**src/design/hdc_pkg.sv**
```systemverilog
package hdc_pkg;

    // hypervector width and number of encoder cores
    localparam int DIM       = 64;
    localparam int NUM_CORES = 8;

    // signed vote counter per bit
    // 15 full batches of 8 votes stay inside +/-127
    localparam int CNT_W = 8;

    // per-batch vote of one bit, -NUM_CORES .. +NUM_CORES
    localparam int VOTE_W = $clog2(NUM_CORES) + 2;

    // stored-vector count of one bundle
    localparam int TOTAL_W = 10;

    // counter limits, an update must stay strictly inside
    localparam logic signed [CNT_W-1:0] CNT_MAX = {1'b0, {(CNT_W-1){1'b1}}};
    localparam logic signed [CNT_W-1:0] CNT_MIN = {1'b1, {(CNT_W-1){1'b0}}};

    // one binary hypervector
    typedef logic [DIM-1:0] hv_t;

    // xorshift start value, any nonzero word works
    localparam hv_t TIE_SEED = 64'h9E37_79B9_7F4A_7C15;

    // one batch strobe from the encoder cores
    typedef struct packed {
        // core c result sits at core_result[c]
        hv_t [NUM_CORES-1:0]  core_result;
        // bit c set means core c votes in this batch
        logic [NUM_CORES-1:0] store;
        // closes the bundle after this batch
        logic                 last;
    } batch_t;

    // one signed vote counter
    typedef logic signed [CNT_W-1:0] cnt_t;

    // all DIM counters side by side, element b belongs to bit b
    typedef cnt_t [DIM-1:0] count_vec_t;

    // tie-break payload for the sign stage
    typedef struct packed {
        // generator state of the closed bundle
        hv_t  vec;
        // stored total of the bundle is even, ties are possible
        logic even;
    } tie_t;

endpackage

```
**src/design/vote_accumulator.sv**
```systemverilog
module vote_accumulator (
    input  logic                clk,
    input  logic                rst,
    input  logic                batch_v,
    input  hdc_pkg::batch_t     batch,
    output logic                counts_v,
    output hdc_pkg::count_vec_t counts
);
    import hdc_pkg::*;

    // vote of the current batch per bit
    logic signed [VOTE_W-1:0] delta [DIM];

    // one bit wider than a counter so the limit check sees a wrap
    logic signed [CNT_W:0]    sum_wide [DIM];

    // running counters of the open bundle
    count_vec_t               acc_q;
    count_vec_t               acc_next;

    // some bit would hit the counter limit with this batch
    logic                     at_limit;

    // masked votes, +1 for a one and -1 for a zero
    always_comb begin
        for (int b = 0; b < DIM; b++) begin
            delta[b] = '0;
            for (int c = 0; c < NUM_CORES; c++) begin
                if (batch.store[c]) begin
                    if (batch.core_result[c][b]) begin
                        delta[b] = delta[b] + VOTE_W'(1);
                    end else begin
                        delta[b] = delta[b] - VOTE_W'(1);
                    end
                end
            end
        end
    end

    // running sum including this batch
    always_comb begin
        at_limit = 1'b0;
        for (int b = 0; b < DIM; b++) begin
            sum_wide[b] = acc_q[b] + delta[b];
            acc_next[b] = sum_wide[b][CNT_W-1:0];
            if ((sum_wide[b] >= CNT_MAX) || (sum_wide[b] <= CNT_MIN)) begin
                at_limit = 1'b1;
            end
        end
    end

    // counters restart on the same edge that takes the snapshot,
    // so a batch right after a last one starts from zero
    always_ff @(posedge clk) begin
        if (rst) begin
            acc_q    <= '0;
            counts_v <= 1'b0;
        end else begin
            counts_v <= batch_v && batch.last;
            if (batch_v) begin
                if (batch.last) begin
                    acc_q <= '0;
                end else begin
                    acc_q <= acc_next;
                end
            end
        end
    end

    // snapshot of the closed bundle, held until the next close
    always_ff @(posedge clk) begin
        if (batch_v && batch.last) begin
            counts <= acc_next;
        end
    end

    // a bundle longer than the counters allow would corrupt the sign
    no_cnt_limit_a: assert property (
        @(posedge clk) disable iff (rst)
        batch_v |-> !at_limit
    ) else $error("vote counter reached its signed limit");

endmodule

```
**config.mk**
```make
export PLATFORM = sky130hd
export DESIGN_NAME = vote_accumulator
export DESIGN_NICKNAME = d
export VERILOG_FILES = /design/src/design/hdc_pkg.sv /design/src/design/vote_accumulator.sv
export SDC_FILE = /design/constraint.sdc
export NUM_CORES = 2
export LEC_CHECK = 0
export BUFFER_PORTS_ARGS = -buffer_cell sky130_fd_sc_hd__buf_2
export CORE_ASPECT_RATIO = 1.25
export CORE_MARGIN = 2
export CORE_UTILIZATION = 57
export DETAILED_ROUTE_END_ITERATION = 10
export PLACE_DENSITY = 0.83
export SLEW_MARGIN = 30
export SYNTH_ARGS = -nofsm -noshare
export SYNTH_HDL_FRONTEND = slang
export SYNTH_SLANG_ARGS = --single-unit
```
**constraint.sdc**
```tcl
create_clock -name clk -period 15.05 [get_ports clk]
set_input_delay 2.2575 -clock clk [delete_from_list [all_inputs] [get_ports clk]]
set_output_delay 2.2575 -clock clk [all_outputs]
set_load 0.01 [all_outputs]
```
; Word-level counts from Yosys, hierarchy flattened
; Cells that the tools add are included.
[word_totals]
latch_bits = 0
out_inout_bits = 513
mem_bits_ro = 0
mem_count = 0
register_bits = 1025
ram_bits = 0
input_bits = 524
wordCells = 2115
[classes]
n_bitwise = 0
n_eq_ne = 0
n_lt_le_gt_ge = 0
div = 0
addsub = 960
reduce_logical = 1
multipliers = 0
n_shift = 0
muxes = 1025
[ops]
columns = operator, count
row1 = 5-bit 2-to-1 mux, 1024
row2 = "5-bit by 2-bit adder with 5-bit output, second input constant", 448
row3 = "5-bit by 2-bit subtractor with 5-bit output, second input constant", 448
row4 = 8-bit by 5-bit adder with 8-bit output, 64
row5 = 512-bit 2-to-1 mux, 1
row6 = 1-bit logical AND, 1

; Logic depth before layout (Yosys ltp)
[logic_depth]
word_depth = 25
ltp_mapped = 47
ltp_nobuf = 42

; Least setup slack after synthesis
; Ideal clock, no wire load.
[synth_timing]
kind = input -> register
from = input port batch[0] in the netlist's numbering
to = register counts[0] in the netlist's numbering, enable pin
path_buffers = 1
setup_slack_ns = 0.001
required_time_ns = 14.108
arrival_ns = 14.107
path_stages = 2
setup_ns = 0.942
path_cell_list = clkbuf_1 > and2_1
[synth_between]
elab_chain_cells = 1
[synth_rtl]
columns = item, line_no
row1 = from (decl), vote_accumulator.sv:5  ; input hdc_pkg::batch_t batch,
row2 = 1-bit logical AND, vote_accumulator.sv:72  ; if (batch_v && batch.last) begin
row3 = to (signal assigned), vote_accumulator.sv:73  ; counts <= acc_next;
row4 = to (decl), vote_accumulator.sv:7  ; output hdc_pkg::count_vec_t counts
; No other way between the ends.
; A chain may end at the register's enable or synchronous reset.

==> flow_summary.json <==
{
  "grt_max_degree": 173,
  "power_density_mw_per_mm2": 261,
  "areaGrowthSynthToFinish_pct": 9.96,
  "finClkSkew_ns": 0.0278,
  "synth_area_leader_cell": "ha_1",
  "drt_iter0_drc": 11700,
  "cts.sinks": 1025,
  "cts_tree": "built",
  "via_per_inst": 6.12,
  "hold_path.class": "reg2reg",
  "holdWs_ns": 0.496,
  "route.detailed.drc": 0,
  "via_count": 102000,
  "drive_gt1_frac": 0.149,
  "cts-buffers-inserted": 97,
  "ys_ff_latch": 1025,
  "finalHoldViolCount": 0,
  "synth_cell_types": 57,
  "avgSynthCellArea_um2": 9.30,
  "cts_resized": 0,
  "power_frac_seq": 0.170,
  "antenna_found_initial": 286,
  "place_area_mm2": 0.127,
  "grt_pass1_vias": 94500,
  "slowest_stage": "xnor2_1",
  "start_util": 0.575,
  "grt_use_met1": 0.531,
  "p_comb_frac": 0.753,
  "p_int_mw": 17.4,
  "fin_area_mm2": 0.131,
  "cp.required_ns": 15.66,
  "first_pass_iters": 8,
  "io_pins": 1037,
  "rr_startpoint": "acc_q[329]",
  "fin_crit_sh": 0.791,
  "nNetsFinal": 16400,
  "critPathArrivalTime_ns": 12.51,
  "wl_per_cell_um": 25.1,
  "coreArea_mm2": 0.208,
  "clockPowerShare": 0.077,
  "dp_cells": 16200,
  "h-tree-depth": 3,
  "antenna_left": 0,
  "fillerInstances": 16600,
  "synthCells": 12900,
  "die_area_mm2": 0.213,
  "gp_congestion": 0.999,
  "num_rows": 187,
  "ys_warn_count": 0,
  "synth_seq_area_share": 0.215,
  "clkTransAtPathRegs_ns": 0.07,
  "cp_common_cell": "fa_1",
  "setup.worst_path.end_class": "flip-flop",
  "async_reset_ff_frac": 0,
  "path_class": "in2reg",
  "synthesis.nets": 15700,
  "synth_flop_cell": "dfxtp_1",
  "gr-usage-met3": 0.118,
  "tightestPinTransition_ns": 1.19,
  "vdd_drop_max_mv": 0.239,
  "maxCapViolations": 0,
  "status": "complete, no violations",
  "wl_um": 416000,
  "p_leak_nw": 61.9,
  "cts_max_path_buffers": 3,
  "max_stage_delay_ns": 0.68,
  "finalNonFillerCells": 16600,
  "synth.top_cell.area_share": 0.171,
  "slew_viol_final": 0,
  "top_usage_layer": "met1",
  "port_buffers": 1036,
  "fmax_mhz": 84.0,
  "period_needed_ns": 11.90,
  "start_kind": "input port",
  "critPathMaxFanout": 51,
  "cts-root-buf": "clkbuf_16",
  "post-cts-setup-buffer-count": 0,
  "rsz0062_at_grt": "no",
  "finalSetupTns_ns": 0,
  "grtUsageTotal": 0.378,
  "critPathLaunch": "batch[1]",
  "postCtsHoldBufs": 0,
  "maxSlewHeadroom": 0.199,
  "power_mw": 34.3,
  "final_common_cell": "ha_1",
  "switching_share": 0.494,
  "hp-start": "acc_q[511]",
  "overflow": 0,
  "dieWidth_um": 414,
  "setup_viol": 0,
  "dp_hpwl_um": 326000,
  "die_y_um": 516,
  "grtUsageMet2": 0.507,
  "mostFrequentLayoutCells": "ha_1, a21oi_1, xnor2_1, nor2_1, inv_1",
  "syn_area_mm2": 0.120,
  "grt_pass1_wl_um": 602000,
  "p_switching_mw": 17.0,
  "clkLatencyLatePin_ns": 0.72,
  "synth_area_leaders": "ha_1, edfxtp_1, fa_1, dfxtp_1, xnor2_1",
  "synth_edf_count": 512
}
cell usage after synthesis, types with 382 or more instances:
library cell / number
fa_1: 640
nor2_1: 1042
clkbuf_1: 393
a22oi_1: 382
mux2_2: 661
o21ai_0: 383
xor2_1: 467
inv_1: 1031
dfxtp_1: 513
edfxtp_1: 512
nand2_1: 806
a21o_1: 722
ha_1: 1638
a21oi_1: 1139
xnor2_1: 1090
final timing paths:
| check | to | slack, ns | cells after the start |
|---|---|---|---|
| worst max-delay path | acc_q[279] | 3.15 | 39 |
| worst min-delay path | acc_q[511] | 0.50 | 1 |
| worst max register to register | acc_q[335] | 12.58 | 9 |
| worst min register to register | acc_q[511] | 0.50 | 1 |
registers in the layout (all words and copies together), names as in the netlist:
register,cells
counts_v,1
counts,512
acc_q,512
worst max-delay path, delay by kind of cell:
family	cells	cell delay [ns]
adder cells (fa/ha/maj)	8	3.77
AND/OR/NAND/NOR	7	0.67
buffers and inverters	6	1.23
multiplexers	3	0.92
XOR/XNOR	5	1.56
AO/OA/AOI/OAI	10	1.93
per-stage QoR:
step,setup WS [ns],util
floorplan,0.00123,-
global placement,2.80,0.612
detailed placement,2.62,0.612
CTS,3.39,0.629
global route,2.57,0.631
finish,3.15,0.632
metal layers:
metal / up-vias / wire length [um]
met4: 120 / 27100
met5: - / 755
met2: 5480 / 162000
li1: 46300 / -
met3: 928 / 58700
met1: 48900 / 168000
power by group through the flow:
stage | registers [mW] | logic [mW] | clock network [mW]
after global placement | 5.81 | 24.1 | 0
final | 5.83 | 25.9 | 2.65
after global routing | 5.90 | 28.1 | 2.75
after floorplan | 5.93 | 17.6 | 0
after CTS | 5.79 | 25.2 | 2.66
after detailed placement | 5.79 | 24.9 | 0
logic make-up (layout without fill, tap and decap cells):
family	Yosys count	in the layout	share of synthesized area
AO/OA/AOI/OAI	3227	3227	0.169
buffers and inverters	1558	2355	0.0496
multiplexers	898	898	0.0821
XOR/XNOR	1630	1630	0.128
AND/OR/NAND/NOR	2243	2243	0.0783
adder cells (fa/ha/maj)	2278	2278	0.279
flip-flops	1025	1025	0.215
other	0	212	0
cell type report:
type / count / area, um^2 / area share
Multi-Input combinational cell: 10300 / 88300 / 0.672
Sequential cell: 1025 / 25600 / 0.195
Timing Repair Buffer: 1131 / 6210 / 0.0473
Inverter: 1040 / 3970 / 0.0302
Tap cell: 2740 / 3430 / 0.0261
Clock buffer: 127 / 2730 / 0.0207
Clock inverter: 57 / 658 / 0.00501
Antenna cell: 212 / 531 / 0.00404
Note: power is estimated with default switching activity, not from simulation.
