===== src/design/hdc_pkg.sv =====
package hdc_pkg;

    // hypervector width and number of encoder cores
    localparam int DIM       = 64;
    localparam int NUM_CORES = 8;

    // signed vote counter per bit
    // 15 full batches of 8 votes stay inside +/-127
    localparam int CNT_W = 8;

    // per-batch vote of one bit, -NUM_CORES .. +NUM_CORES
    localparam int VOTE_W = $clog2(NUM_CORES) + 2;

    // stored-vector count of one bundle
    localparam int TOTAL_W = 10;

    // counter limits, an update must stay strictly inside
    localparam logic signed [CNT_W-1:0] CNT_MAX = {1'b0, {(CNT_W-1){1'b1}}};
    localparam logic signed [CNT_W-1:0] CNT_MIN = {1'b1, {(CNT_W-1){1'b0}}};

    // one binary hypervector
    typedef logic [DIM-1:0] hv_t;

    // xorshift start value, any nonzero word works
    localparam hv_t TIE_SEED = 64'h9E37_79B9_7F4A_7C15;

    // one batch strobe from the encoder cores
    typedef struct packed {
        // core c result sits at core_result[c]
        hv_t [NUM_CORES-1:0]  core_result;
        // bit c set means core c votes in this batch
        logic [NUM_CORES-1:0] store;
        // closes the bundle after this batch
        logic                 last;
    } batch_t;

    // one signed vote counter
    typedef logic signed [CNT_W-1:0] cnt_t;

    // all DIM counters side by side, element b belongs to bit b
    typedef cnt_t [DIM-1:0] count_vec_t;

    // tie-break payload for the sign stage
    typedef struct packed {
        // generator state of the closed bundle
        hv_t  vec;
        // stored total of the bundle is even, ties are possible
        logic even;
    } tie_t;

endpackage


===== src/design/bundle_sign.sv =====
module bundle_sign (
    input  logic                clk,
    input  logic                rst,
    input  logic                counts_v,
    input  hdc_pkg::count_vec_t counts,
    input  hdc_pkg::tie_t       tie,
    output logic                stream_v,
    output hdc_pkg::hv_t        stream_d
);
    import hdc_pkg::*;

    // count plus tie vote, one bit of headroom
    logic signed [CNT_W:0] adj [DIM];

    // extra vote from the tie-break bit, zero for an odd total
    logic signed [1:0]     tie_vote [DIM];

    // majority result before the register
    hv_t                   sign_bit;

    // at least one bit has no majority yet
    logic                  any_zero;

    always_comb begin
        for (int b = 0; b < DIM; b++) begin
            if (!tie.even) begin
                tie_vote[b] = 2'sd0;
            end else if (tie.vec[b]) begin
                tie_vote[b] = 2'sd1;
            end else begin
                tie_vote[b] = -2'sd1;
            end
        end
    end

    // positive sum gives a one, anything else a zero
    always_comb begin
        any_zero = 1'b0;
        for (int b = 0; b < DIM; b++) begin
            adj[b]      = counts[b] + tie_vote[b];
            sign_bit[b] = adj[b] > 0;
            if (counts[b] == '0) begin
                any_zero = 1'b1;
            end
        end
    end

    // result held until the next bundle closes
    always_ff @(posedge clk) begin
        if (rst) begin
            stream_v <= 1'b0;
            stream_d <= '0;
        end else begin
            stream_v <= counts_v;
            if (counts_v) begin
                stream_d <= sign_bit;
            end
        end
    end

    // parity from the generator must agree with the vote counts,
    // an odd number of +/-1 votes never sums to zero
    odd_no_tie_a: assert property (
        @(posedge clk) disable iff (rst)
        (counts_v && !tie.even) |-> !any_zero
    ) else $error("zero vote count in a bundle with odd stored total");

endmodule


===== config.mk =====
export PLATFORM = sky130hd
export DESIGN_NAME = bundle_sign
export DESIGN_NICKNAME = d
export VERILOG_FILES = /design/src/design/hdc_pkg.sv /design/src/design/bundle_sign.sv
export SDC_FILE = /design/constraint.sdc
export NUM_CORES = 1
export LEC_CHECK = 0
export BUFFER_PORTS_ARGS = -buffer_cell sky130_fd_sc_hd__buf_2
export CAP_MARGIN = 15
export CELL_PAD_IN_SITES_DETAIL_PLACEMENT = 0
export CELL_PAD_IN_SITES_GLOBAL_PLACEMENT = 1
export CORE_AREA = 5 5 248 250
export DETAILED_ROUTE_END_ITERATION = 7
export DIE_AREA = 0 0 253 255
export PLACE_DENSITY_LB_ADDON = 0.05
export SLEW_MARGIN = 10
export SYNTH_ARGS = -nofsm -noshare
export SYNTH_HDL_FRONTEND = slang
export SYNTH_SLANG_ARGS = --single-unit

===== constraint.sdc =====
create_clock -name clk -period 5.7 [get_ports clk]
set_input_delay 1.14 -clock clk [delete_from_list [all_inputs] [get_ports clk]]
set_output_delay 1.14 -clock clk [all_outputs]
set_load 0.02 [all_outputs]

Word level (Yosys, flattened, before mapping)
Index checks and enable logic that the tools add are counted.
{"block": "op_classes", "magnitude_cmp": 64, "reduce_logical": 0, "n_mux": 128, "eq_ne": 0, "div_mod_pow": 0, "shifts": 0, "add_sub_neg": 64, "n_mul": 0, "bitwise": 0}
{"operator": "8-bit by 2-bit adder with 9-bit output", "count": 64}
{"operator": "9-bit by 1-bit greater-than comparator with 1-bit output, second input constant", "count": 64}
{"operator": "2-bit two-way mux", "count": 128}
{"block": "totals", "latchBits": 0, "ramBits": 0, "wordCells": 258, "out_inout_bits": 65, "ff_bits": 65, "input_bits": 580, "mem_bits_ro": 0, "n_memories": 0}

Logic depth before layout (Yosys ltp)
{"block": "depth", "ltp_word": 4, "depth_mapped": 13, "ltp_nobuf": 11}

Least setup slack after synthesis
Ideal clock, no wire load.
{"block": "synth_timing", "kind": "input to register", "start": "in tie[0] (netlist name)", "end": "reg stream_d[17]", "setup_time_ns": 0.117, "n_path_buf": 3, "t_required_ns": 5.583, "path_slack_ns": 2.321, "stages": 12, "arrival_ns": 3.263, "cell_sequence": "buf_6 -> buf_6 -> nand2b_1 -> clkbuf_1 -> xnor2_1 -> ha_1 -> nor4_1 -> nand2_1 -> o311a_1 -> o32ai_1 -> nand4_1 -> a22o_1"}
{"block": "synth_via", "elab_chain_cells": 3}
{"item": "start, declared", "line": "bundle_sign.sv:6", "text": "input hdc_pkg::tie_t tie,"}
{"item": "2-bit two-way mux", "line": "bundle_sign.sv:26", "text": "if (!tie.even) begin"}
{"item": "8-bit by 2-bit adder with 9-bit output", "line": "bundle_sign.sv:40", "text": "adj[b] = counts[b] + tie_vote[b];"}
{"item": "9-bit by 1-bit greater-than comparator with 1-bit output", "line": "bundle_sign.sv:41", "text": "sign_bit[b] = adj[b] > 0;"}
{"item": "end signal, assigned", "line": "bundle_sign.sv:56", "text": "stream_d <= sign_bit;"}
{"item": "end, declared", "line": "bundle_sign.sv:8", "text": "output hdc_pkg::hv_t stream_d"}
Every way passes these cells.
A chain may end at the register's enable or synchronous reset.

Worst setup path after layout
{"block": "layout_timing", "start": "in tie[0] (netlist name)", "end": "reg stream_d[58]"}
Same word-level chain as after synthesis.

==> impl_metrics.yaml <==
setup_path:
  crit_end: "stream_d[58]"
  arrival_ps: 4130
  reg2reg_to: "stream_d[55]"
  worstPathRequired_ps: 5970
  cp_cell_sequence: "buf_6 > buf_12 > buf_4 > nand2b_1 > xnor2_1 > ha_1 > o41ai_1 > nand2_1 > a22o_1 > o31ai_1 > a2bb2oi_1"
  crit_path_max_fanout: 79
  crit_type: "input port to flop"
  cp-end-kind: "flop"
  r2r_cells: 4
  r2r_slack_ps: 4340
  r2r-start: "stream_d[55]"
  critPathLaunchType: "input port"
  worstSetupStartpoint: "tie[0]"
  crit_slowest_cell: "buf_6"
  slowest_delay_ps: 510
synthesis:
  synth_cell_type_count: 83
  avgSynthCellArea_sq_um: 6.73
  synth_top_family_by_area: "simple AND/OR/NAND/NOR gates"
  muxShareOfSynthArea_pct: 4.44
  yosysSeqAreaShare_pct: 5.78
  synthCells: 3344
  yosysWarnings: 0
  ys.flop_type: "dfxtp_1"
  synth_edf_count: 0
  synth_xor_area_share_pct: 11.9
  synth_area_sq_um: 22500
  synth-seq-cells: 65
  async_flop_share_pct: 0
  synth_fp_nets: 4116
  yosys.area_share.adder_pct: 10.7
  synth_simple_gate_area_share_pct: 32.1
  synth-compound-area-share_pct: 28.9
sta:
  layout_min_cycle_time_ps: 3870
  max_clock_freq_ghz: 0.259
  fin_skew_ps: 0
  fin_crit_sh_pct: 67.8
  holdWs_ps: 463
  finalSetupTns_ps: 0
  rsz0062_at_grt: "false"
  hold_viol_final: 0
  slew_violations: 0
  slew-limit-headroom_pct: 45.2
  final-setup-viol-count: 0
  tightest_slew_ps: 823
  final.setup.worst_slack_ps: 1830
cts:
  clock_sinks: 65
  cts_tree: "yes"
  root_buffer: "clkbuf_16"
  ctsHoldBuffers: 0
  cts_buffers: 9
  cts_htree_levels: 3
  cts_setup_buffers: 0
  worstSkewPairLatency_ps: 380
  clockBufferDepth: 2
  cts_resized: 0
  clk_pin_slew_ps: 70
floorplanning:
  die_y_microns: 255
  dieArea_sq_um: 64500
  die_x_microns: 253
  core_area_sq_um: 58800
  initial_core_util_pct: 38.3
  rows: 89
  ioPinCount: 645
cells_and_area:
  drive_gt1_share_pct: 18.5
  fin_nets: 4573
  area_growth_pct: 17.3
  fin_cells: 4636
  final_area_sq_um: 26400
  fin_util_pct: 44.9
power:
  power_mw: 3.03
  p_leak_nw: 10.7
  peakVddDrop_mv: 0.150
  powerDensity_nw_per_um2: 115
global_routing:
  grt_overflow: 0
  grt_max_degree: 80
  antenna_found_initial: 78
  grt_pass1_wl_microns: 139000
  grt_usage_pct: 26.2
  grt_pass1_vias: 26100
worst_hold_path:
  hp-class: "flop to flop"
place:
  dpl_cell_area_sq_um: 26000
  hpwl_microns: 74300
  portBuffers: 644
  dp.cells: 4563
  pre_cts_slack_ps: 1450
  gp_congestion: 0.956
route:
  drcViolationCount: 0
  routed_wl_microns: 91700
  viasPerCell: 6.11
  vias: 28300
  dr.pass1.iters: 6
  avgRoutedWirePerCell_microns: 19.8
  first_iter_violations: 1857
  drtAntennaViolNets: 0
run:
  drv_cap: 0
outcome:
  outcome: "finished clean"
## worst min path at each step
stage / from / to / slack [ps] / cells past startpoint
5_1_grt: stream_d[22] / stream_d[22] / 500 / 1
4_1_cts: stream_d[39] / stream_d[39] / 470 / 2
6_report: stream_d[39] / stream_d[39] / 460 / 2
2_1_floorplan: stream_d[20] / stream_d[20] / 530 / 2
3_3_place_gp: stream_d[39] / stream_d[39] / 440 / 2
3_5_place_dp: stream_d[39] / stream_d[39] / 450 / 2
## area by class of cell
type	instances	area, sq um
diodes	57	143
clock buffers	14	274
clock inverters	2	35.0
fillers	6231	32400
inverters	153	574
multi-input cells	2920	19800
flip-flops and latches	65	1300
well taps	773	967
repair buffers	652	3310
## sequential cells by signal, summed over array words and instances, names as in the netlist
name      count
stream_d     64
stream_v      1
## layout by cell type, fill, tap and decap left out, types with 77 or more instances in the layout
cell      count
a21oi_1     225
a31oi_1      88
buf_2       643
ha_1        192
inv_1       123
mux2i_1      92
nand2_1     204
nand2b_1    102
nand3_1     164
nand4_1      77
nor2_1      279
nor3_1      147
nor4_1      105
o21ai_0     182
xnor2_1     225
xor2_1       81
## cell usage after synthesis, drive strengths merged, types with 28 or more instances
master	number	area (sq um)
a2111oi	35	307
a211oi	35	263
a21oi	225	1130
a31oi	88	551
a32oi	28	245
and3	58	363
buf	57	283
clkbuf	149	561
dfxtp	65	1300
ha	192	2400
inv	135	507
mux2i	92	921
nand2	205	769
nand2b	102	638
nand3	164	821
nand4	77	482
nor2	280	1050
nor3	147	736
nor4	105	657
o21ai	182	911
o31ai	36	270
or3	39	244
or4	51	383
xnor2	225	1970
xor2	81	709
## kinds of logic (layout without fill, tap and decap cells)
kind of cell / after synthesis / in the layout
AND/OR/NAND/NOR: 1367 / 1367
AO/OA/AOI/OAI: 957 / 957
buffers and inverters: 359 / 821
XOR/XNOR: 306 / 306
adder cells (fa/ha/maj): 192 / 192
multiplexers: 98 / 98
flip-flops: 65 / 65
other: 0 / 57
## critical path: cells and delay by family
family / cells / cell delay, ps
xor+xnor: 1 / 190
compound gates: 4 / 990
fa+ha+maj: 1 / 250
buf+inv: 3 / 1100
simple gates: 2 / 320
## report_power, final
group / internal, mW / switching, mW
clock network: 0.376 / 0.305
registers: 0.497 / 0.0357
logic: 0.743 / 1.07
total: 1.62 / 1.41
## layer usage
layer | global-route usage (%) | wire, microns | vias to the layer above
li1 | - | - | 13800
met1 | 31.4 | 37100 | 13300
met2 | 44.5 | 44200 | 974
met3 | 6.94 | 6990 | 194
met4 | 10.7 | 3060 | 46
met5 | 0 | 304 | -
Note: power is estimated with default switching activity, not from simulation.
