File: config.mk
export PLATFORM = sky130hd
export DESIGN_NAME = tie_break_gen
export DESIGN_NICKNAME = d
export VERILOG_FILES = /design/src/design/hdc_pkg.sv /design/src/design/tie_break_gen.sv
export SDC_FILE = /design/constraint.sdc
export NUM_CORES = 1
export LEC_CHECK = 0
export BUFFER_PORTS_ARGS = -buffer_cell sky130_fd_sc_hd__buf_2
export CORE_AREA = 2 2 229 231
export CTS_CLUSTER_SIZE = 30
export DETAILED_ROUTE_END_ITERATION = 16
export DIE_AREA = 0 0 231 233
export SYNTH_ARGS = -nofsm -noshare
export SYNTH_HDL_FRONTEND = slang
export SYNTH_SLANG_ARGS = --single-unit
File: constraint.sdc
create_clock -name clk -period 7.88 [get_ports clk]
set_clock_uncertainty 0.05 [all_clocks]
set_input_delay 0 -clock clk [delete_from_list [all_inputs] [get_ports clk]]
set_output_delay 0 -clock clk [all_outputs]
set_load 0.01 [all_outputs]
File: src/design/hdc_pkg.sv
package hdc_pkg;

    // hypervector width and number of encoder cores
    localparam int DIM       = 64;
    localparam int NUM_CORES = 8;

    // signed vote counter per bit
    // 15 full batches of 8 votes stay inside +/-127
    localparam int CNT_W = 8;

    // per-batch vote of one bit, -NUM_CORES .. +NUM_CORES
    localparam int VOTE_W = $clog2(NUM_CORES) + 2;

    // stored-vector count of one bundle
    localparam int TOTAL_W = 10;

    // counter limits, an update must stay strictly inside
    localparam logic signed [CNT_W-1:0] CNT_MAX = {1'b0, {(CNT_W-1){1'b1}}};
    localparam logic signed [CNT_W-1:0] CNT_MIN = {1'b1, {(CNT_W-1){1'b0}}};

    // one binary hypervector
    typedef logic [DIM-1:0] hv_t;

    // xorshift start value, any nonzero word works
    localparam hv_t TIE_SEED = 64'h9E37_79B9_7F4A_7C15;

    // one batch strobe from the encoder cores
    typedef struct packed {
        // core c result sits at core_result[c]
        hv_t [NUM_CORES-1:0]  core_result;
        // bit c set means core c votes in this batch
        logic [NUM_CORES-1:0] store;
        // closes the bundle after this batch
        logic                 last;
    } batch_t;

    // one signed vote counter
    typedef logic signed [CNT_W-1:0] cnt_t;

    // all DIM counters side by side, element b belongs to bit b
    typedef cnt_t [DIM-1:0] count_vec_t;

    // tie-break payload for the sign stage
    typedef struct packed {
        // generator state of the closed bundle
        hv_t  vec;
        // stored total of the bundle is even, ties are possible
        logic even;
    } tie_t;

endpackage

File: src/design/tie_break_gen.sv
module tie_break_gen (
    input  logic            clk,
    input  logic            rst,
    input  logic            batch_v,
    input  hdc_pkg::batch_t batch,
    output hdc_pkg::tie_t   tie
);
    import hdc_pkg::*;

    // xorshift state, one step per closed bundle
    hv_t                state_q;

    // stored vectors in the open bundle
    logic [TOTAL_W-1:0] total_q;
    logic [TOTAL_W-1:0] total_next;

    // stored cores of this batch
    logic [TOTAL_W-1:0] stored;

    // 64-bit xorshift, shifts 13, 7, 17
    function automatic hv_t xorshift_step(input hv_t x);
        hv_t y;
        y = x ^ (x << 13);
        y = y ^ (y >> 7);
        y = y ^ (y << 17);
        return y;
    endfunction

    // popcount of the store mask
    always_comb begin
        stored = '0;
        for (int c = 0; c < NUM_CORES; c++) begin
            stored = stored + TOTAL_W'(batch.store[c]);
        end
        total_next = total_q + stored;
    end

    always_ff @(posedge clk) begin
        if (rst) begin
            state_q <= TIE_SEED;
            total_q <= '0;
        end else if (batch_v) begin
            if (batch.last) begin
                state_q <= xorshift_step(state_q);
                total_q <= '0;
            end else begin
                total_q <= total_next;
            end
        end
    end

    // published on the same edge as counts_v
    // the vector is the state before the step
    always_ff @(posedge clk) begin
        if (batch_v && batch.last) begin
            tie.vec  <= state_q;
            tie.even <= ~total_next[0];
        end
    end

    // a zero state would lock the generator at zero
    state_nonzero_a: assert property (
        @(posedge clk) disable iff (rst)
        state_q != '0
    ) else $error("tie-break xorshift state is zero");

endmodule

=== Word-level counts from Yosys, hierarchy flattened ===
Cells that the tools add are included.
Widths: inputs -> output; s select.

* Reduce and logical (&&, ||, !) cells: 2
* Bitwise gates (word level): 4
* Mux-type cells: 1
* Add/sub/neg operators: 8

{| class="wikitable"
|+ Operators with widths
! kind !! number
|-
| $xor 64x64->64 || 2
|-
| $xor 64x57->64 || 1
|-
| $add 10x8->10 || 1
|-
| $mux 10 || 1
|-
| $add 7x1->8 || 1
|-
| $add 6x1->7 || 1
|-
| $add 5x1->6 || 1
|-
| $add 4x1->5 || 1
|-
| $add 3x1->4 || 1
|-
| $add 2x1->3 || 1
|-
| $add 1x1->2 || 1
|-
| $reduce_and 2->1 || 1
|-
| $logic_and 1x1->1 || 1
|-
| $not 1->1 || 1
|}

* Register bits after elaboration: 139
* Logic and storage cells: 19

=== Depth between registers and ports, before layout ===
Gate-level depths: netlist (run 1).

* Depth in word-level cells: 9
* Gate-level depth with buffers: 6

=== Worst setup path before layout (run 1) ===
OpenSTA, ideal clock, no wires.

* Path type: input to register
* Start point: input batch[0] (netlist name)
* End point: register tie[0] (netlist name), enable pin
* Path buffers: 1
* Library setup time: 0.455 ns
* Stages on the path: 3
* Slack: 5.183 ns
* Arrival time: 2.192 ns
* Cells stage by stage: nand2_1 > inv_1 > clkbuf_1

* Cells in the longest elaborated chain, start to end: 1

{| class="wikitable"
|+ Ends and longest elaborated chain
! what !! line !! source
|-
| start: declaration || tie_break_gen.sv:5 || <nowiki>input hdc_pkg::batch_t batch,</nowiki>
|-
| $logic_and 1x1->1 || tie_break_gen.sv:55 || <nowiki>if (batch_v && batch.last) begin</nowiki>
|-
| end: declaration || tie_break_gen.sv:6 || <nowiki>output hdc_pkg::tie_t tie</nowiki>
|}

Every way passes these cells.
A chain may end at the register's enable or synchronous reset.

=== Worst setup path in the final report (run 1) ===
* Start point: input batch_v
* End point: register state_q[3]

* Cells in the longest elaborated chain, start to end: 1

{| class="wikitable"
|+ Ends and longest elaborated chain
! what !! line !! source
|-
| start: declaration || tie_break_gen.sv:4 || <nowiki>input logic batch_v,</nowiki>
|-
| $reduce_and 2->1 (no line) || - ||
|-
| end signal: assignment || tie_break_gen.sv:44 || <nowiki>state_q <= xorshift_step(state_q);</nowiki>
|-
| end: declaration || tie_break_gen.sv:11 || <nowiki>hv_t state_q;</nowiki>
|}

Every way passes these cells.

==> flow_summary.yaml, run 1 <==
status:
  status: "finished clean"
route:
  drc: 0
  vias: 4014
  vias_per_cell: 3.12
  antenna_left: 0
  first_pass_iters: 5
  drt_iter0_markers: 313
  wl_um: 16500
  wl_per_cell_um: 12.8
sta:
  worst_pin_slew_ps: 807
  finalCritPeriodShare: 0.370
  layout_min_cycle_time_ps: 2910
  finalSetupViolCount: 0
  relSlewSlack: 0.462
  tns_ps: 0
  report.final.slew_viol_count: 0
  rsz0062_at_grt: "false"
  fmax_ghz: 0.343
  hold_viol_final: 0
  whs_ps: 14.0
logic_synthesis:
  yosys_warnings: 0
  synth_area_um2: 6250
  synthCells: 531
  seq_area_frac_synth: 0.520
  ys_seq_elements: 130
  syn-num-nets: 1055
  synthDistinctLibCells: 33
  synth.avg_cell_area_um2: 11.8
global_routing:
  grt_start_max_net_pins: 79
  antenna_found_initial: 1
  grt_pass1_wl_um: 24800
  grt-ovfl-total: 0
  grt_pass1_vias: 3830
  grt_use_total: 0.0621
floorplan:
  die-area_um2: 53800
  io_pins: 589
  die_x_um: 231
  start_util: 0.122
  die_h_um: 233
  coreArea_um2: 51100
  rows: 83
clock_tree:
  clkSinkCount: 130
  clk-insertion-delay-late_ps: 420
  clkTransAtPathRegs_ps: 70
  post-cts-setup-buffers: 0
  cts_tree: "yes"
  cts_htree_levels: 4
  cts_buffers: 17
  cts_root_buffer: "clkbuf_16"
  cts_buffer_depth: 2
pwr:
  power_mw: 2.74
  p_per_area_nw_per_um2: 343
  power_leakage_nw: 2.63
  vdd.ir_drop.worst_uv: 153
worst_setup_path:
  slowest_delay_ps: 820
  worstSetupEndpointType: "flop"
  cp-start-kind: "primary input"
  cp.required_ps: 8110
  worstSetupPathType: "primary input to flop"
  crit_path_frequent_cell: "buf_4"
  crit_buf_inv: 5
  cp_max_fo: 78
  cpLargestDelayFamily: "buffers and inverters"
  cp_cell_sequence: "dlygate4sd3_1 > buf_2 > nand2_2 > buf_4 > clkinv_2 > buf_4 > nand2_1 > xor2_1 > nor2_1"
  cpMaxStageDelayCell: "clkinv_2"
  cp.arrival_ps: 3150
placed_design:
  port_buffers: 76
  place_hpwl_um: 11800
  gp_congestion: 0.727
worst_hold_path:
  worstHoldPathType: "primary input to flop"
flow_run:
  drv_cap: 0
finish:
  area_growth_pct: 27.6
  antennaDiodeCount: 0
  drive_gt1_frac: 0.208
  n_fill_cell: 5679
  post-route-util: 0.156
  fin_nets: 1118
[state kept, by name, indices dropped and copies added (netlist names)]
| register | count |
|---|---|
| tie | 65 |
| total_q | 1 |
| state_q | 64 |
[layout make-up]
type | instances | area, µm² | share of cell area
inverters | 1 | 5.00 | 0.000627
repair buffers | 80 | 413 | 0.0518
clock buffers | 18 | 429 | 0.0538
flip-flops and latches | 130 | 3250 | 0.408
clock inverters | 14 | 179 | 0.0224
well taps | 680 | 851 | 0.107
multi-input cells | 364 | 2850 | 0.357
[path summary, 6_finish.rpt]
check	start	to	slack (ps)	cells past startpoint
setup / recovery	batch_v	state_q[3]	4970	9
setup reg to reg	state_q[26]	state_q[43]	5880	5
hold / removal	batch[0]	total_q[0]	10	3
hold reg to reg	state_q[63]	tie[64]	440	0
[worst min-delay path: stages]
cell and delay [ps]:
buf_2 120, nor4b_1 50, a211o_1 260
[cell families (layout without fill, tap and decap cells)]
family,count (synthesis),in the layout,synth area share
AOI/OAI and AO/OA,78,78,0.0768
xor gates and xnor gates,186,186,0.289
muxes,1,1,0.00160
and+or+nand+nor,99,99,0.0878
buffers and inverters,37,113,0.0248
DFF,130,130,0.520
[timing repair]
item,CTS,global route
gates resized for setup,0,0
hold buffers,1,0
endpoints found under the hold margin,1,0
[cells in the mapped netlist]
library cell | n | area [µm²]
a31o_2 | 2 | 17.5
xnor3_1 | 9 | 203
a21oi_1 | 20 | 100
a211oi_1 | 7 | 52.6
nor4b_1 | 2 | 17.5
xor2_2 | 5 | 81.3
nor3_1 | 17 | 85.1
xor2_1 | 38 | 333
buf_1 | 3 | 11.3
nor2b_1 | 5 | 31.3
o21ai_0 | 22 | 110
or3b_2 | 7 | 61.3
o21bai_1 | 6 | 45.0
dfxtp_1 | 65 | 1300
mux2i_1 | 1 | 10.0
or3b_1 | 7 | 61.3
or3_1 | 15 | 93.8
xnor2_1 | 133 | 1160
nand2b_1 | 3 | 18.8
o21ai_1 | 4 | 20.0
a31oi_1 | 4 | 25.0
a211o_1 | 10 | 87.6
o21a_1 | 3 | 22.5
inv_1 | 1 | 3.75
buf_2 | 10 | 50.1
clkbuf_1 | 20 | 75.1
nor3b_1 | 1 | 7.51
nor2_1 | 25 | 93.8
edfxtp_1 | 65 | 1950
nand2_1 | 11 | 41.3
clkbuf_2 | 3 | 15.0
xor3_1 | 1 | 23.8
and3_1 | 6 | 37.5
[metal layers]
layer,vias to the layer above,GRT usage,share of wire
li1,1956,-,-
met1,1950,0.0847,0.48
met2,85,0.0958,0.47
met3,23,0.0151,0.035
met4,0,0.0198,0.018
met5,-,0,0
[cell usage in the layout (no fill, tap or decap), types with 9 or more instances in the layout]
master,netlist,routed
xnor3_1,9,9
nand2_1,11,10
xnor2_1,133,133
dfxtp_1,65,65
or3_1,15,15
nor3_1,17,17
o21ai_0,22,22
a21oi_1,20,20
nor2_1,25,25
edfxtp_1,65,65
a211o_1,10,10
clkbuf_16,0,17
buf_2,10,76
xor2_1,38,38
[per-stage QoR]
step	worst slack (ps)	instances	cell area [µm²]
6_report	4970	1287	7980
5_1_grt	4630	1287	7980
4_1_cts	4910	1287	7980
3_5_place_dp	4990	1254	7360
3_3_place_gp	5080	1254	7360
2_1_floorplan	5180	531	6250
[where the power goes]
part	leakage (nW)	switching, mW	internal (mW)	total [mW]
sequential	1.10	0.168	0.834	1.00
clock	0.288	0.314	0.502	0.816
combinational	1.24	0.433	0.485	0.919
Power figures use the tool's default switching activity.
==> run 2: changes to the inputs <==
--- a/config.mk
+++ b/config.mk
@@ -6,10 +6,10 @@
 export NUM_CORES = 1
 export LEC_CHECK = 0
 export BUFFER_PORTS_ARGS = -buffer_cell sky130_fd_sc_hd__buf_2
-export CORE_AREA = 2 2 229 231
+export CORE_AREA = 2 2 228 230
 export CTS_CLUSTER_SIZE = 30
 export DETAILED_ROUTE_END_ITERATION = 16
-export DIE_AREA = 0 0 231 233
+export DIE_AREA = 0 0 230 232
 export SYNTH_ARGS = -nofsm -noshare
 export SYNTH_HDL_FRONTEND = slang
 export SYNTH_SLANG_ARGS = --single-unit
==> constraint.sdc (replaced) <==
create_clock -name clk -period 2.6 [get_ports clk]
set_clock_uncertainty 0.05 [all_clocks]
set_input_delay 0 -clock clk [delete_from_list [all_inputs] [get_ports clk]]
set_output_delay 0 -clock clk [all_outputs]
set_load 0.01 [all_outputs]
==> flow_summary.yaml, run 2 (synthesis gave the netlist of run 1 again) <==
worst_setup_path:
  crit_buf_inv: 0
  slowest_delay_ps: 480
  worstSetupEndpointType: "flop"
  cp_cell_sequence: "xnor2_1 > xor2_1 > xnor2_1 > nor3_1 > or3b_1"
  crit_path_frequent_cell: "xnor2_1"
  cpMaxStageDelayCell: "xnor2_1"
  cp.arrival_ps: 2250
  cp.required_ps: 2850
  cp_max_fo: 6
  cpLargestDelayFamily: "XOR/XNOR gates"
  cp-start-kind: "flop"
  worstSetupPathType: "flop to flop"
worst_hold_path:
  worstHoldPathType: "primary input to flop"
placed_design:
  place_hpwl_um: 11900
  gp_congestion: 0.768
  port_buffers: 76
pwr:
  power_mw: 8.51
  power_leakage_nw: 2.69
  vdd.ir_drop.worst_uv: 509
  p_per_area_nw_per_um2: 1050
route:
  drt_iter0_markers: 296
  vias_per_cell: 3.11
  wl_per_cell_um: 12.6
  antenna_left: 0
  vias: 4022
  drc: 0
  first_pass_iters: 6
  wl_um: 16300
finish:
  layout_commonest_cell: "xnor2_1"
  antennaDiodeCount: 0
  layout_common_cells: "133 x xnor2_1, 76 x buf_2, 65 x dfxtp_1, 65 x edfxtp_1, 38 x xor2_1"
  fin_nets: 1126
  n_fill_cell: 5700
  drive_gt1_frac: 0.216
  reg.largest.list: "tie x65, state_q x64, total_q x1"
  area_growth_pct: 29.3
  largest-register: "tie"
  largest_register_ffs: 65
sta:
  hold_viol_final: 0
  report.final.slew_viol_count: 0
  rsz0062_at_grt: "false"
  fmax_ghz: 0.500
  worst_pin_slew_ps: 933
  tns_ps: 0
  finalCritPeriodShare: 0.770
  layout_min_cycle_time_ps: 2000
  finalSetupViolCount: 0
  relSlewSlack: 0.378
floorplan:
  io_pins: 589
  rows: 83
  coreArea_um2: 50900
  die_x_um: 230
  die-area_um2: 53400
  die_h_um: 232
  start_util: 0.123
global_routing:
  grt_use_total: 0.0618
  antenna_found_initial: 1
  grt_start_max_net_pins: 80
  grt_pass1_wl_um: 24500
  grt_pass1_vias: 3838
  grt-ovfl-total: 0
clock_tree:
  cts_htree_levels: 4
  clkSinkCount: 130
  cts_buffers: 17
  clk-insertion-delay-late_ps: 420
  post-cts-setup-buffers: 0
  cts_root_buffer: "clkbuf_16"
  clkTransAtPathRegs_ps: 70
  cts_tree: "yes"
  cts_buffer_depth: 2
status:
  status: "finished clean"
flow_run:
  drv_cap: 0
==> run 2: cell types whose count changed in the layout (fill, tap and decap cells not counted) <==
cell,before,now
buf_4,3,10
bufinv_16,3,5
clkinv_4,3,1
clkinvlp_4,3,1
inv_6,4,6
dlygate4sd3_1,1,2
==> run 2: worst register-to-register path, stage by stage (launching register included) <==
cell and delay, ps:
dfxtp_1 430, xnor2_1 480, xor2_1 310, xnor2_1 180, nor3_1 60, or3b_1 360
==> run 2: cell type report <==
class                      instances  area, µm²  area share
sequential                       130       3250       0.402
clock buffer                      18        429      0.0531
clock inverter                    14        224      0.0277
timing repair buffer              88        475      0.0588
inverter                           1       5.00    0.000619
tap                              680        851       0.105
multi-input combinational        364       2850       0.352
==> run 2: path summary, 6_finish.rpt <==
| kind | cells after the start | slack [ps] | start | end |
|---|---|---|---|---|
| worst max-delay path | 5 | 600 | state_q[6] | state_q[36] |
| worst min-delay path | 2 | 160 | rst | state_q[3] |
| worst max register to register | 5 | 600 | state_q[6] | state_q[36] |
| worst min register to register | 0 | 450 | state_q[63] | tie[64] |
==> run 2: stage by stage <==
step	hold WS, ps	utilization	setup WS (ps)	cell area [µm²]	instances
floorplan	240	-	884	6250	531
global placement	364	0.146	652	7410	1261
detailed placement	364	0.146	636	7410	1261
CTS	162	0.159	619	8090	1295
global route	183	0.159	472	8090	1295
finish	164	0.159	598	8090	1295
==> run 2: timing repair <==
action                    CTS  global route
hold buffers                2             0
resized for setup           0             0
hold endpoints to repair    1             0
==> run 2: per-layer routing <==
layer | track usage | up-vias | routed length (µm)
met5 | 0 | - | 0
met4 | 0.0173 | 0 | 294
met3 | 0.0179 | 17 | 548
met2 | 0.0979 | 58 | 7630
met1 | 0.0814 | 1969 | 7840
li1 | - | 1978 | -
==> run 2: report_power, final <==
| group | internal, mW | switching [mW] |
|---|---|---|
| Combinational | 1.50 | 1.33 |
| Sequential | 2.53 | 0.490 |
| Clock | 1.72 | 0.945 |
